===== src/source/axi_pkg.sv =====
`default_nettype none

package axi_pkg;

  localparam int AXI_ID_BITS   = 4;
  localparam int AXI_TAG_BITS  = 2;
  // Slave side carries the master tag above the master ID
  localparam int AXI_IDS_BITS  = AXI_TAG_BITS + AXI_ID_BITS;
  localparam int AXI_ADDR_BITS = 32;

  typedef enum logic [1:0] {
    RESP_OKAY   = 2'b00,
    RESP_EXOKAY = 2'b01,
    RESP_SLVERR = 2'b10,
    RESP_DECERR = 2'b11
  } axi_resp_t;

  typedef enum logic [1:0] {
    AXI_MASTER_0_ID = 2'd0,
    AXI_MASTER_1_ID = 2'd1,
    AXI_MASTER_2_ID = 2'd2,
    AXI_MASTER_U_ID = 2'd3
  } axi_master_id_t;

  typedef enum logic [1:0] {
    LOCK_NO = 2'd0,
    LOCK_S0 = 2'd1,
    LOCK_S1 = 2'd2,
    LOCK_S2 = 2'd3
  } b_lock_t;

  // Top two address bits pick the slave, upper half all goes to slave 2
  function automatic logic [1:0] slave_decode(input logic [AXI_ADDR_BITS-1:0] addr);
    logic [1:0] region;
    region = addr[AXI_ADDR_BITS-1 -: 2];
    case (region)
      2'b00:   return 2'd0;
      2'b01:   return 2'd1;
      default: return 2'd2;
    endcase
  endfunction

endpackage

`default_nettype wire

===== src/source/b_chan_if.sv =====
`timescale 1ns/1ns
`default_nettype none

interface b_chan_if
  import axi_pkg::*;
();

  logic [AXI_IDS_BITS-1:0] bid;
  axi_resp_t               bresp;
  logic                    bvalid;
  logic                    bready;

  modport slave (
    output bid, bresp, bvalid,
    input  bready
  );

  // Return path toward the master
  modport ret (
    input  bid, bresp, bvalid,
    output bready
  );

endinterface

`default_nettype wire


===== src/source/aw_chan_if.sv =====
`timescale 1ns/1ns
`default_nettype none

interface aw_chan_if
  import axi_pkg::*;
();

  logic [AXI_IDS_BITS-1:0]  awid;
  logic [AXI_ADDR_BITS-1:0] awaddr;
  logic                     awvalid;
  logic                     awready;

  modport router (
    output awid, awaddr, awvalid,
    input  awready
  );

  modport slave (
    input  awid, awaddr, awvalid,
    output awready
  );

endinterface

`default_nettype wire


===== src/source/axi_wr_route_top.sv =====
`timescale 1ns/1ns
`default_nettype none

module axi_wr_route_top
  import axi_pkg::*;
#(
  parameter axi_master_id_t MASTER_TAG      = AXI_MASTER_1_ID,
  parameter int             MAX_OUTSTANDING = 4
) (
  input  logic                     clk,
  input  logic                     rstn,
  // Master AW
  input  logic [AXI_ID_BITS-1:0]   awid,
  input  logic [AXI_ADDR_BITS-1:0] awaddr,
  input  logic                     awvalid,
  output logic                     awready,
  // Master B
  output logic [AXI_ID_BITS-1:0]   bid,
  output axi_resp_t                bresp,
  output logic                     bvalid,
  input  logic                     bready,
  // Slave 0
  output logic [AXI_IDS_BITS-1:0]  s0_awid,
  output logic [AXI_ADDR_BITS-1:0] s0_awaddr,
  output logic                     s0_awvalid,
  input  logic                     s0_awready,
  input  logic [AXI_IDS_BITS-1:0]  s0_bid,
  input  axi_resp_t                s0_bresp,
  input  logic                     s0_bvalid,
  output logic                     s0_bready,
  // Slave 1
  output logic [AXI_IDS_BITS-1:0]  s1_awid,
  output logic [AXI_ADDR_BITS-1:0] s1_awaddr,
  output logic                     s1_awvalid,
  input  logic                     s1_awready,
  input  logic [AXI_IDS_BITS-1:0]  s1_bid,
  input  axi_resp_t                s1_bresp,
  input  logic                     s1_bvalid,
  output logic                     s1_bready,
  // Slave 2
  output logic [AXI_IDS_BITS-1:0]  s2_awid,
  output logic [AXI_ADDR_BITS-1:0] s2_awaddr,
  output logic                     s2_awvalid,
  input  logic                     s2_awready,
  input  logic [AXI_IDS_BITS-1:0]  s2_bid,
  input  axi_resp_t                s2_bresp,
  input  logic                     s2_bvalid,
  output logic                     s2_bready
);

  logic b_done;

  aw_chan_if aw_if [3] ();
  b_chan_if  b_if  [3] ();

  assign s0_awid          = aw_if[0].awid;
  assign s0_awaddr        = aw_if[0].awaddr;
  assign s0_awvalid       = aw_if[0].awvalid;
  assign aw_if[0].awready = s0_awready;
  assign b_if[0].bid      = s0_bid;
  assign b_if[0].bresp    = s0_bresp;
  assign b_if[0].bvalid   = s0_bvalid;
  assign s0_bready        = b_if[0].bready;

  assign s1_awid          = aw_if[1].awid;
  assign s1_awaddr        = aw_if[1].awaddr;
  assign s1_awvalid       = aw_if[1].awvalid;
  assign aw_if[1].awready = s1_awready;
  assign b_if[1].bid      = s1_bid;
  assign b_if[1].bresp    = s1_bresp;
  assign b_if[1].bvalid   = s1_bvalid;
  assign s1_bready        = b_if[1].bready;

  assign s2_awid          = aw_if[2].awid;
  assign s2_awaddr        = aw_if[2].awaddr;
  assign s2_awvalid       = aw_if[2].awvalid;
  assign aw_if[2].awready = s2_awready;
  assign b_if[2].bid      = s2_bid;
  assign b_if[2].bresp    = s2_bresp;
  assign b_if[2].bvalid   = s2_bvalid;
  assign s2_bready        = b_if[2].bready;

  aw_router #(
    .MASTER_TAG      (MASTER_TAG),
    .MAX_OUTSTANDING (MAX_OUTSTANDING)
  ) aw_router_inst (
    .clk     (clk),
    .rstn    (rstn),
    .awid    (awid),
    .awaddr  (awaddr),
    .awvalid (awvalid),
    .awready (awready),
    .b_done  (b_done),
    .slv     (aw_if)
  );

  b_return_mux #(
    .MASTER_TAG (MASTER_TAG)
  ) b_return_mux_inst (
    .clk    (clk),
    .rstn   (rstn),
    .bid    (bid),
    .bresp  (bresp),
    .bvalid (bvalid),
    .bready (bready),
    .b_done (b_done),
    .slv    (b_if)
  );

endmodule

`default_nettype wire


===== src/source/b_return_mux.sv =====
`timescale 1ns/1ns
`default_nettype none

module b_return_mux
  import axi_pkg::*;
#(
  parameter axi_master_id_t MASTER_TAG = AXI_MASTER_1_ID
) (
  input  logic                   clk,
  input  logic                   rstn,
  output logic [AXI_ID_BITS-1:0] bid,
  output axi_resp_t              bresp,
  output logic                   bvalid,
  input  logic                   bready,
  output logic                   b_done,
  b_chan_if.ret                  slv [3]
);

  logic [2:0]              vld;
  logic [2:0]              rdy;
  logic [AXI_IDS_BITS-1:0] id_s [3];
  axi_resp_t               resp_s [3];

  b_lock_t        lock;
  b_lock_t        lock_next;
  logic [1:0]     cur;
  logic [1:0]     nxt1;
  logic [1:0]     nxt2;
  logic           cur_vld;
  logic           cur_rdy;
  logic           own;
  axi_master_id_t tag;

  function automatic b_lock_t to_lock(input logic [1:0] idx);
    case (idx)
      2'd0:    return LOCK_S0;
      2'd1:    return LOCK_S1;
      default: return LOCK_S2;
    endcase
  endfunction

  for (genvar i = 0; i < 3; i++) begin : g_slv
    assign vld[i]         = slv[i].bvalid;
    assign id_s[i]        = slv[i].bid;
    assign resp_s[i]      = slv[i].bresp;
    assign slv[i].bready  = rdy[i];
  end

  // Presented slave, lowest valid when unlocked
  always_comb begin
    case (lock)
      LOCK_S0: cur = 2'd0;
      LOCK_S1: cur = 2'd1;
      LOCK_S2: cur = 2'd2;
      default: cur = vld[0] ? 2'd0 : (vld[1] ? 2'd1 : 2'd2);
    endcase
  end

  assign cur_vld = vld[cur];

  // Tag decode, foreign responses are drained
  assign tag     = axi_master_id_t'(id_s[cur][AXI_IDS_BITS-1 -: AXI_TAG_BITS]);
  assign own     = (tag == MASTER_TAG);
  assign cur_rdy = own ? bready : 1'b1;

  assign bid    = id_s[cur][AXI_ID_BITS-1:0];
  assign bresp  = resp_s[cur];
  assign bvalid = cur_vld && own;
  assign b_done = bvalid && bready;

  always_comb begin
    rdy      = 3'b000;
    rdy[cur] = cur_vld && cur_rdy;
  end

  assign nxt1 = (cur == 2'd2) ? 2'd0 : cur + 2'd1;
  assign nxt2 = (nxt1 == 2'd2) ? 2'd0 : nxt1 + 2'd1;

  // Hold on stall, rotate past the served slave on a transfer
  always_comb begin
    lock_next = LOCK_NO;
    if (cur_vld && !cur_rdy) begin
      lock_next = to_lock(cur);
    end else if (cur_vld) begin
      if (vld[nxt1]) begin
        lock_next = to_lock(nxt1);
      end else if (vld[nxt2]) begin
        lock_next = to_lock(nxt2);
      end
    end
  end

  always_ff @(posedge clk or negedge rstn) begin
    if (!rstn) begin
      lock <= LOCK_NO;
    end else begin
      lock <= lock_next;
    end
  end

endmodule

`default_nettype wire


===== src/source/aw_router.sv =====
`timescale 1ns/1ns
`default_nettype none

module aw_router
  import axi_pkg::*;
#(
  parameter axi_master_id_t MASTER_TAG      = AXI_MASTER_1_ID,
  parameter int             MAX_OUTSTANDING = 4
) (
  input  logic                     clk,
  input  logic                     rstn,
  input  logic [AXI_ID_BITS-1:0]   awid,
  input  logic [AXI_ADDR_BITS-1:0] awaddr,
  input  logic                     awvalid,
  output logic                     awready,
  input  logic                     b_done,
  aw_chan_if.router                slv [3]
);

  localparam int CNT_BITS = $clog2(MAX_OUTSTANDING + 1);

  logic [1:0]          sel;
  logic [2:0]          slv_rdy;
  logic [CNT_BITS-1:0] count;
  logic                full;
  logic                aw_fire;

  assign sel  = slave_decode(awaddr);
  assign full = (count == CNT_BITS'(MAX_OUTSTANDING));

  // Only the decoded slave sees the address
  for (genvar i = 0; i < 3; i++) begin : g_slv
    assign slv[i].awid    = {MASTER_TAG, awid};
    assign slv[i].awaddr  = awaddr;
    assign slv[i].awvalid = awvalid && !full && (sel == 2'(i));
    assign slv_rdy[i]     = slv[i].awready;
  end

  assign awready = !full && slv_rdy[sel];
  assign aw_fire = awvalid && awready;

  // Writes in flight without a returned response
  always_ff @(posedge clk or negedge rstn) begin
    if (!rstn) begin
      count <= '0;
    end else begin
      case ({aw_fire, b_done})
        2'b10:   count <= count + 1'b1;
        2'b01:   count <= count - 1'b1;
        default: count <= count;
      endcase
    end
  end

endmodule

`default_nettype wire


===== config.mk =====
export PLATFORM = sky130hd
export DESIGN_NAME = axi_wr_route_top
export DESIGN_NICKNAME = d
export VERILOG_FILES = /design/src/source/axi_pkg.sv /design/src/source/b_chan_if.sv /design/src/source/aw_chan_if.sv /design/src/source/axi_wr_route_top.sv /design/src/source/b_return_mux.sv /design/src/source/aw_router.sv
export SDC_FILE = /design/constraint.sdc
export NUM_CORES = 1
export LEC_CHECK = 0
export BUFFER_PORTS_ARGS = -buffer_cell sky130_fd_sc_hd__buf_4
export CAP_MARGIN = 40
export CORE_AREA = 2 2 76 78
export CTS_CLUSTER_SIZE = 16
export DETAILED_ROUTE_END_ITERATION = 10
export DIE_AREA = 0 0 78 80
export HOLD_SLACK_MARGIN = 0.12
export PLACE_DENSITY_LB_ADDON = 0.1
export SETUP_SLACK_MARGIN = 0.05
export SYNTH_ARGS = -nofsm -noshare
export SYNTH_HDL_FRONTEND = slang
export SYNTH_SLANG_ARGS = --single-unit

===== constraint.sdc =====
create_clock -name clk -period 3.4 [get_ports clk]
set_input_delay 0.17 -clock clk [delete_from_list [all_inputs] [get_ports clk]]
set_output_delay 0.17 -clock clk [all_outputs]
set_load 0.02 [all_outputs]

### After elaboration in Yosys (flattened, before gate mapping)

Cells that the tools add are included.

| word-level totals | value |
|---|---|
| register bits | 5 |
| input bits | 70 |
| output and inout bits | 128 |
| logic and storage cells | 79 |

| cells by class | value |
|---|---|
| $add $sub $neg | 4 |
| $lt $le $gt $ge | 6 |
| equal/unequal tests | 15 |
| muxes and demuxes | 31 |
| bitwise logic cells | 2 |
| reduce and logical (&&, ||, !) cells | 19 |

Operators by type and width:

| kind | number |
|---|---|
| $mux W2 | 10 |
| $eq A2 B1 Y1 const B | 8 |
| $pmux W2 S2 | 4 |
| $bmux W6 S2 | 1 |
| $eq A2 B2 Y1 const B | 6 |
| $lt A2 B3 Y1 const B | 4 |
| $mux W6 | 2 |
| $logic_and A1 B1 Y1 | 11 |
| $logic_not A2 Y1 | 5 |
| $bmux W1 S2 | 4 |
| $mux W1 | 6 |
| $pmux W2 S3 | 1 |
| $pmux W3 S2 | 1 |
| $add A2 B1 Y2 const B | 2 |
| $bmux W2 S2 | 1 |
| $add A3 B1 Y3 const B | 1 |
| $and A3 B3 Y3 | 1 |
| $eq A3 B3 Y1 const B | 1 |
| $ge A3 B3 Y1 const B | 1 |
| $not A2 Y3 | 1 |
| $sub A3 B1 Y3 const B | 1 |
| $demux W1 S2 | 1 |
| $ge A2 B1 Y1 const B | 1 |
| $logic_not A1 Y1 | 2 |
| $reduce_bool A2 Y1 | 1 |

### Logic depth before layout (Yosys ltp)

| depth | value |
|---|---|
| word-level depth | 13 |
| depth in mapped cells | 11 |
| mapped depth without buffers | 10 |

### By module

Synthesis repeated with hierarchy kept, for this count alone.

| second synthesis, totals | value |
|---|---|
| cell total of the unflattened synthesis | 203 |
| area total of the unflattened synthesis | 1620.3 um^2 |

Modules (own cells, without submodules):

| module | times used | cells each | area each (um^2) |
|---|---|---|---|
| aw_router | 1 | 140 | 1089.8 |
| b_return_mux | 1 | 63 | 530.5 |

### Worst setup path before layout

OpenSTA, ideal clock, no wires.

| timing | value |
|---|---|
| path kind | register -> register |
| start | register b_return_mux_inst.lock[0] |
| end | register aw_router_inst.count[2] |
| setup time | 79 ps |
| arrival time | 2293 ps |
| required time | 3321 ps |
| slack | 1028 ps |
| cell stages (with the launch flop) | 11 |
| path buffers | 0 |
| clock period less this slack | 2372 ps |
| cells stage by stage | dfrtp_1 -> or4b_4 -> a21oi_2 -> o2111ai_2 -> nor2_1 -> ha_1 -> inv_1 -> fa_1 -> xor2_1 -> nor2_1 -> xor2_1 |

| between the ends | value |
|---|---|
| word-level cells in the longest chain between the ends | 11 |

Ends and longest elaborated chain:

| item | line | RTL |
|---|---|---|
| from (decl) | b_return_mux.sv:24 | `b_lock_t lock;` |
| from (signal assigned) | b_return_mux.sv:97 | `lock <= lock_next;` |
| $eq A2 B2 Y1 or $eq A2 B1 Y1 (tied branches) | b_return_mux.sv:51 | `case (lock)` |
| $pmux W2 S3 (*) | b_return_mux.sv:51 |  |
| $not A2 Y3 (not written as such) | b_return_mux.sv:62 | `assign tag = axi_master_id_t'(id_s[cur][AXI_IDS_BITS-1 -: AXI_TAG_BITS]);` |
| $bmux W6 S2 | b_return_mux.sv:62 |  |
| $mux W6 (2 in a row) | -- |  |
| $eq A2 B1 Y1 | b_return_mux.sv:63 | `assign own = (tag == MASTER_TAG);` |
| $logic_and A1 B1 Y1 (*) | b_return_mux.sv:68 | `assign bvalid = cur_vld && own;` |
| $logic_and A1 B1 Y1 (*) | b_return_mux.sv:69 | `assign b_done = bvalid && bready;` |
| $eq A2 B1 Y1 or $eq A2 B2 Y1 (tied branches) | aw_router.sv:47 | `case ({aw_fire, b_done})` |
| $pmux W3 S2 or $reduce_bool A2 Y1 (tied branches) | -- |  |
| to (signal assigned) | aw_router.sv:48 | `2'b10: count <= count + 1'b1;` |
| to (signal assigned) | aw_router.sv:49 | `2'b01: count <= count - 1'b1;` |
| to (signal assigned) | aw_router.sv:50 | `default: count <= count;` |
| to (decl) | aw_router.sv:24 | `logic [CNT_BITS-1:0] count;` |

Mark *: on every way between the ends. The rest lies on a longest branch, timed or not. The select of a mux whose other input is x is not followed.
A chain may end at the register's enable or synchronous reset.

### Worst setup path in the final report

Same ends and word-level chain as after synthesis.

==> flow_metrics.py <==
metrics = {
    "timing": {
        "clock-skew-final_ns": 0.00104,
        "finalCriticalPeriod_ns": 2.69,
        "final-setup-viol-count": 0,
        "achievable_clock_frequency_mhz": 371,
        "final_hold_violations": 0,
        "finalSetupTns_ns": 0,
        "min_period_over_period": 0.792,
        "worst_slew_margin_rel": 0.481,
        "setup_repair_after_global_routing_missed_its_margin": "false",
        "timing_worst_slew_pin_value_ns": 0.779,
        "report.final.slew_viol_count": 0,
    },
    "finish": {
        "drive_above_1_share": 0.410,
        "most_used_cells_in_the_layout_excluding_fill_and_tap_cells": "55 x sky130_fd_sc_hd__buf_4, 16 x sky130_fd_sc_hd__nand2_1, 9 x sky130_fd_sc_hd__inv_1",
        "seqCellArea_um2": 125,
        "antenna_cells_inserted": 0,
        "fill_cells": 625,
        "synthToLayoutAreaGrowth_pct": -19.1,
        "fin_nets": 229,
        "area_occupied_by_multi_input_gates_um2": 547,
        "stdcell_count": 228,
        "utilization": 0.234,
        "final_common_cell": "sky130_fd_sc_hd__buf_4",
    },
    "pwr": {
        "total_leakage_power_nw": 0.616,
        "irDropWorstVdd_uv": 166,
        "pwr_density_cell_mw_per_mm2": 653,
    },
    "clock_tree": {
        "clkSlewWorstSetupHoldPaths_ns": 0.04,
        "clock_latency_ns": 0.22,
        "cts-resized-gates": 0,
        "cts_buffer_depth": 2,
        "root_buffer": "sky130_fd_sc_hd__clkbuf_8",
        "cts_inserted_buffers": 3,
        "hold_buffers": 1,
        "cts_sinks": 5,
        "cts_max_level": 1,
        "cts_tree": "yes",
        "cts_post_setup_buffers_inserted": 0,
    },
    "die": {
        "num_rows": 27,
        "standard_cell_core_area_mm2": 0.00541,
        "dieWidth_um": 78,
        "floorplan.initialDensity": 0.289,
        "die_area_mm2": 0.00624,
        "dieHeight_um": 80,
        "ios": 198,
    },
    "synth": {
        "yosys.area.top_type": "sky130_fd_sc_hd__buf_4",
        "post_synth_instance_area_mm2": 0.00156,
        "yosysWarnings": 0,
        "synth_cells": 209,
        "synth_enable_flop_cells": 0,
        "post_synth.cell_area_avg_um2": 7.47,
        "synth_sequential_area_ratio": 0.0801,
        "yosysTopAreaCellShare": 0.548,
        "postSynth.topFlopCell": "sky130_fd_sc_hd__dfrtp_1",
        "synth_area_leaders": "sky130_fd_sc_hd__buf_4 55%, sky130_fd_sc_hd__dfrtp_1 8.0%, sky130_fd_sc_hd__nand2_1 3.8%",
        "synth-async-reset-ratio": 1.00,
        "post_synth_num_cell_types": 42,
        "total_of_flip_flops_plus_latches_after_synthesis": 5,
    },
    "global_routing": {
        "grt_max_degree": 14,
        "globalRouteTotalUtil": 0.0990,
        "wire_length_of_the_first_global_routing_pass_um": 4890,
        "first_global_vias": 1027,
        "antenna_found_initial": 0,
        "grt_overflow_total": 0,
    },
    "min_path": {
        "hold_path_end": "b_return_mux_inst.lock[0]",
        "worst_hold_path.num_cells": 2,
        "hold_start": "bready",
        "worstHoldPathType": "primary input to flip-flop",
    },
    "critical_path": {
        "start_point_of_the_critical_path": "b_return_mux_inst.lock[0]",
        "cpMaxStageDelayCell": "sky130_fd_sc_hd__or4b_4",
        "r2r_start": "b_return_mux_inst.lock[0]",
        "critical_path.cell_chain": "or4b_4, a21oi_2, o2111ai_2, nor2_1, ha_1, inv_1, fa_1, xor2_1, nor2_1, xor2_1",
        "cp_slowest_stage_delay_ns": 0.54,
        "startpoint_type": "flip-flop",
        "kind_of_cell_adding_the_most_delay_to_the_critical_path": "simple AND/OR/NAND/NOR gates",
        "cp.arrival_ns": 2.84,
        "r2r_slack_ns": 0.71,
        "worst_setup_path_end_kind": "flip-flop",
        "timing.setup.critical_path_class": "flip-flop to flip-flop",
        "crit_buf_inv": 1,
        "path_max_fanout": 13,
        "rr_worst_depth": 10,
        "critical_path_required_ns": 3.54,
        "crit-reg2reg-capture": "aw_router_inst.count[2]",
    },
    "route": {
        "detailroute.via_count": 982,
        "drtIter0Drc": 19,
        "route.detailed.wl_per_inst_um": 14.0,
        "drt_drc_violations_left": 0,
        "route.final.wire_length_um": 3190,
        "drtAntennaViolNets": 0,
        "routed_via_density": 4.31,
        "first_pass_iters": 6,
    },
    "job": {
        "max_cap_viol_count": 0,
    },
    "outcome": {
        "result_of_the_run": "finished, final reports clean",
    },
    "place": {
        "place_hpwl_um": 2560,
        "placed_cells": 223,
        "gp_routability_congestion": 0.763,
        "buffer_ports.inserted": 55,
    },
}
[registers in the layout (all words and copies together), names as in the netlist]
register,flops
aw_router_inst.count,3
b_return_mux_inst.lock,2
[worst reg2reg max path, delay by kind of cell, from the launching register on]
family / cells / cell delay, ns
fa+ha+maj: 2 / 0.57
simple gates: 3 / 0.79
buf+inv: 1 / 0.06
flops: 1 / 0.52
compound gates: 2 / 0.37
xor+xnor: 2 / 0.31
[final cells by class]
type	instances	area share
tap	72	0.0713
clock buffer	4	0.0356
timing repair buffer	56	0.335
sequential	5	0.0990
inverter	9	0.0267
multi-input combinational	82	0.433
[Yosys cell counts, types with 3 or more instances]
master,n
sky130_fd_sc_hd__buf_4,114
sky130_fd_sc_hd__o21ai_0,4
sky130_fd_sc_hd__nor2b_1,4
sky130_fd_sc_hd__nand2_1,16
sky130_fd_sc_hd__buf_2,3
sky130_fd_sc_hd__dfrtp_1,5
sky130_fd_sc_hd__nor2_1,5
sky130_fd_sc_hd__inv_1,9
sky130_fd_sc_hd__a22oi_1,6
[cells by family after synthesis]
family                     count (synthesis)  synth area share
other                                      2           0.00481
buffers and inverters                    126             0.579
xor gates and xnor gates                   4            0.0224
adders and majority gates                  2            0.0208
DFF                                        5            0.0801
muxes                                      4            0.0272
and+or+nand+nor                           39             0.131
AOI/OAI and AO/OA                         27             0.134
[report_power, final]
group / switching (mW) / internal [mW]
clock: 0.0310 / 0.0806
combinational: 0.322 / 0.253
sequential: 0.0485 / 0.0903
total: 0.402 / 0.424
[per-stage QoR]
| step | hold WS (ns) | area, µm² | power (mW) | setup WS [ns] |
|---|---|---|---|---|
| after floorplan | -0.126 | 1580 | 0.696 | 1.03 |
| after global placement | -0.0175 | 1210 | 0.721 | 0.792 |
| after detailed placement | -0.0184 | 1210 | 0.723 | 0.699 |
| after CTS | 0.171 | 1260 | 0.841 | 0.689 |
| after global routing | 0.177 | 1260 | 0.909 | 0.493 |
| final | 0.169 | 1260 | 0.826 | 0.707 |
[worst max-delay path by stage]
| stage | endpoint | slack [ns] | cells past startpoint |
|---|---|---|---|
| after floorplan | aw_router_inst.count[2] | 1.03 | 10 |
| after global placement | aw_router_inst.count[2] | 0.79 | 10 |
| after detailed placement | aw_router_inst.count[2] | 0.70 | 10 |
| after CTS | aw_router_inst.count[2] | 0.69 | 10 |
| after global routing | aw_router_inst.count[2] | 0.49 | 10 |
| final | aw_router_inst.count[2] | 0.71 | 10 |
[layer usage]
| metal | share of wire | global-route usage |
|---|---|---|
| met5 | 0 | 0 |
| met4 | 0.061 | 0.0860 |
| met3 | 0.10 | 0.0328 |
| met2 | 0.49 | 0.168 |
| met1 | 0.35 | 0.0969 |
Note: power is estimated with default switching activity, not from simulation.
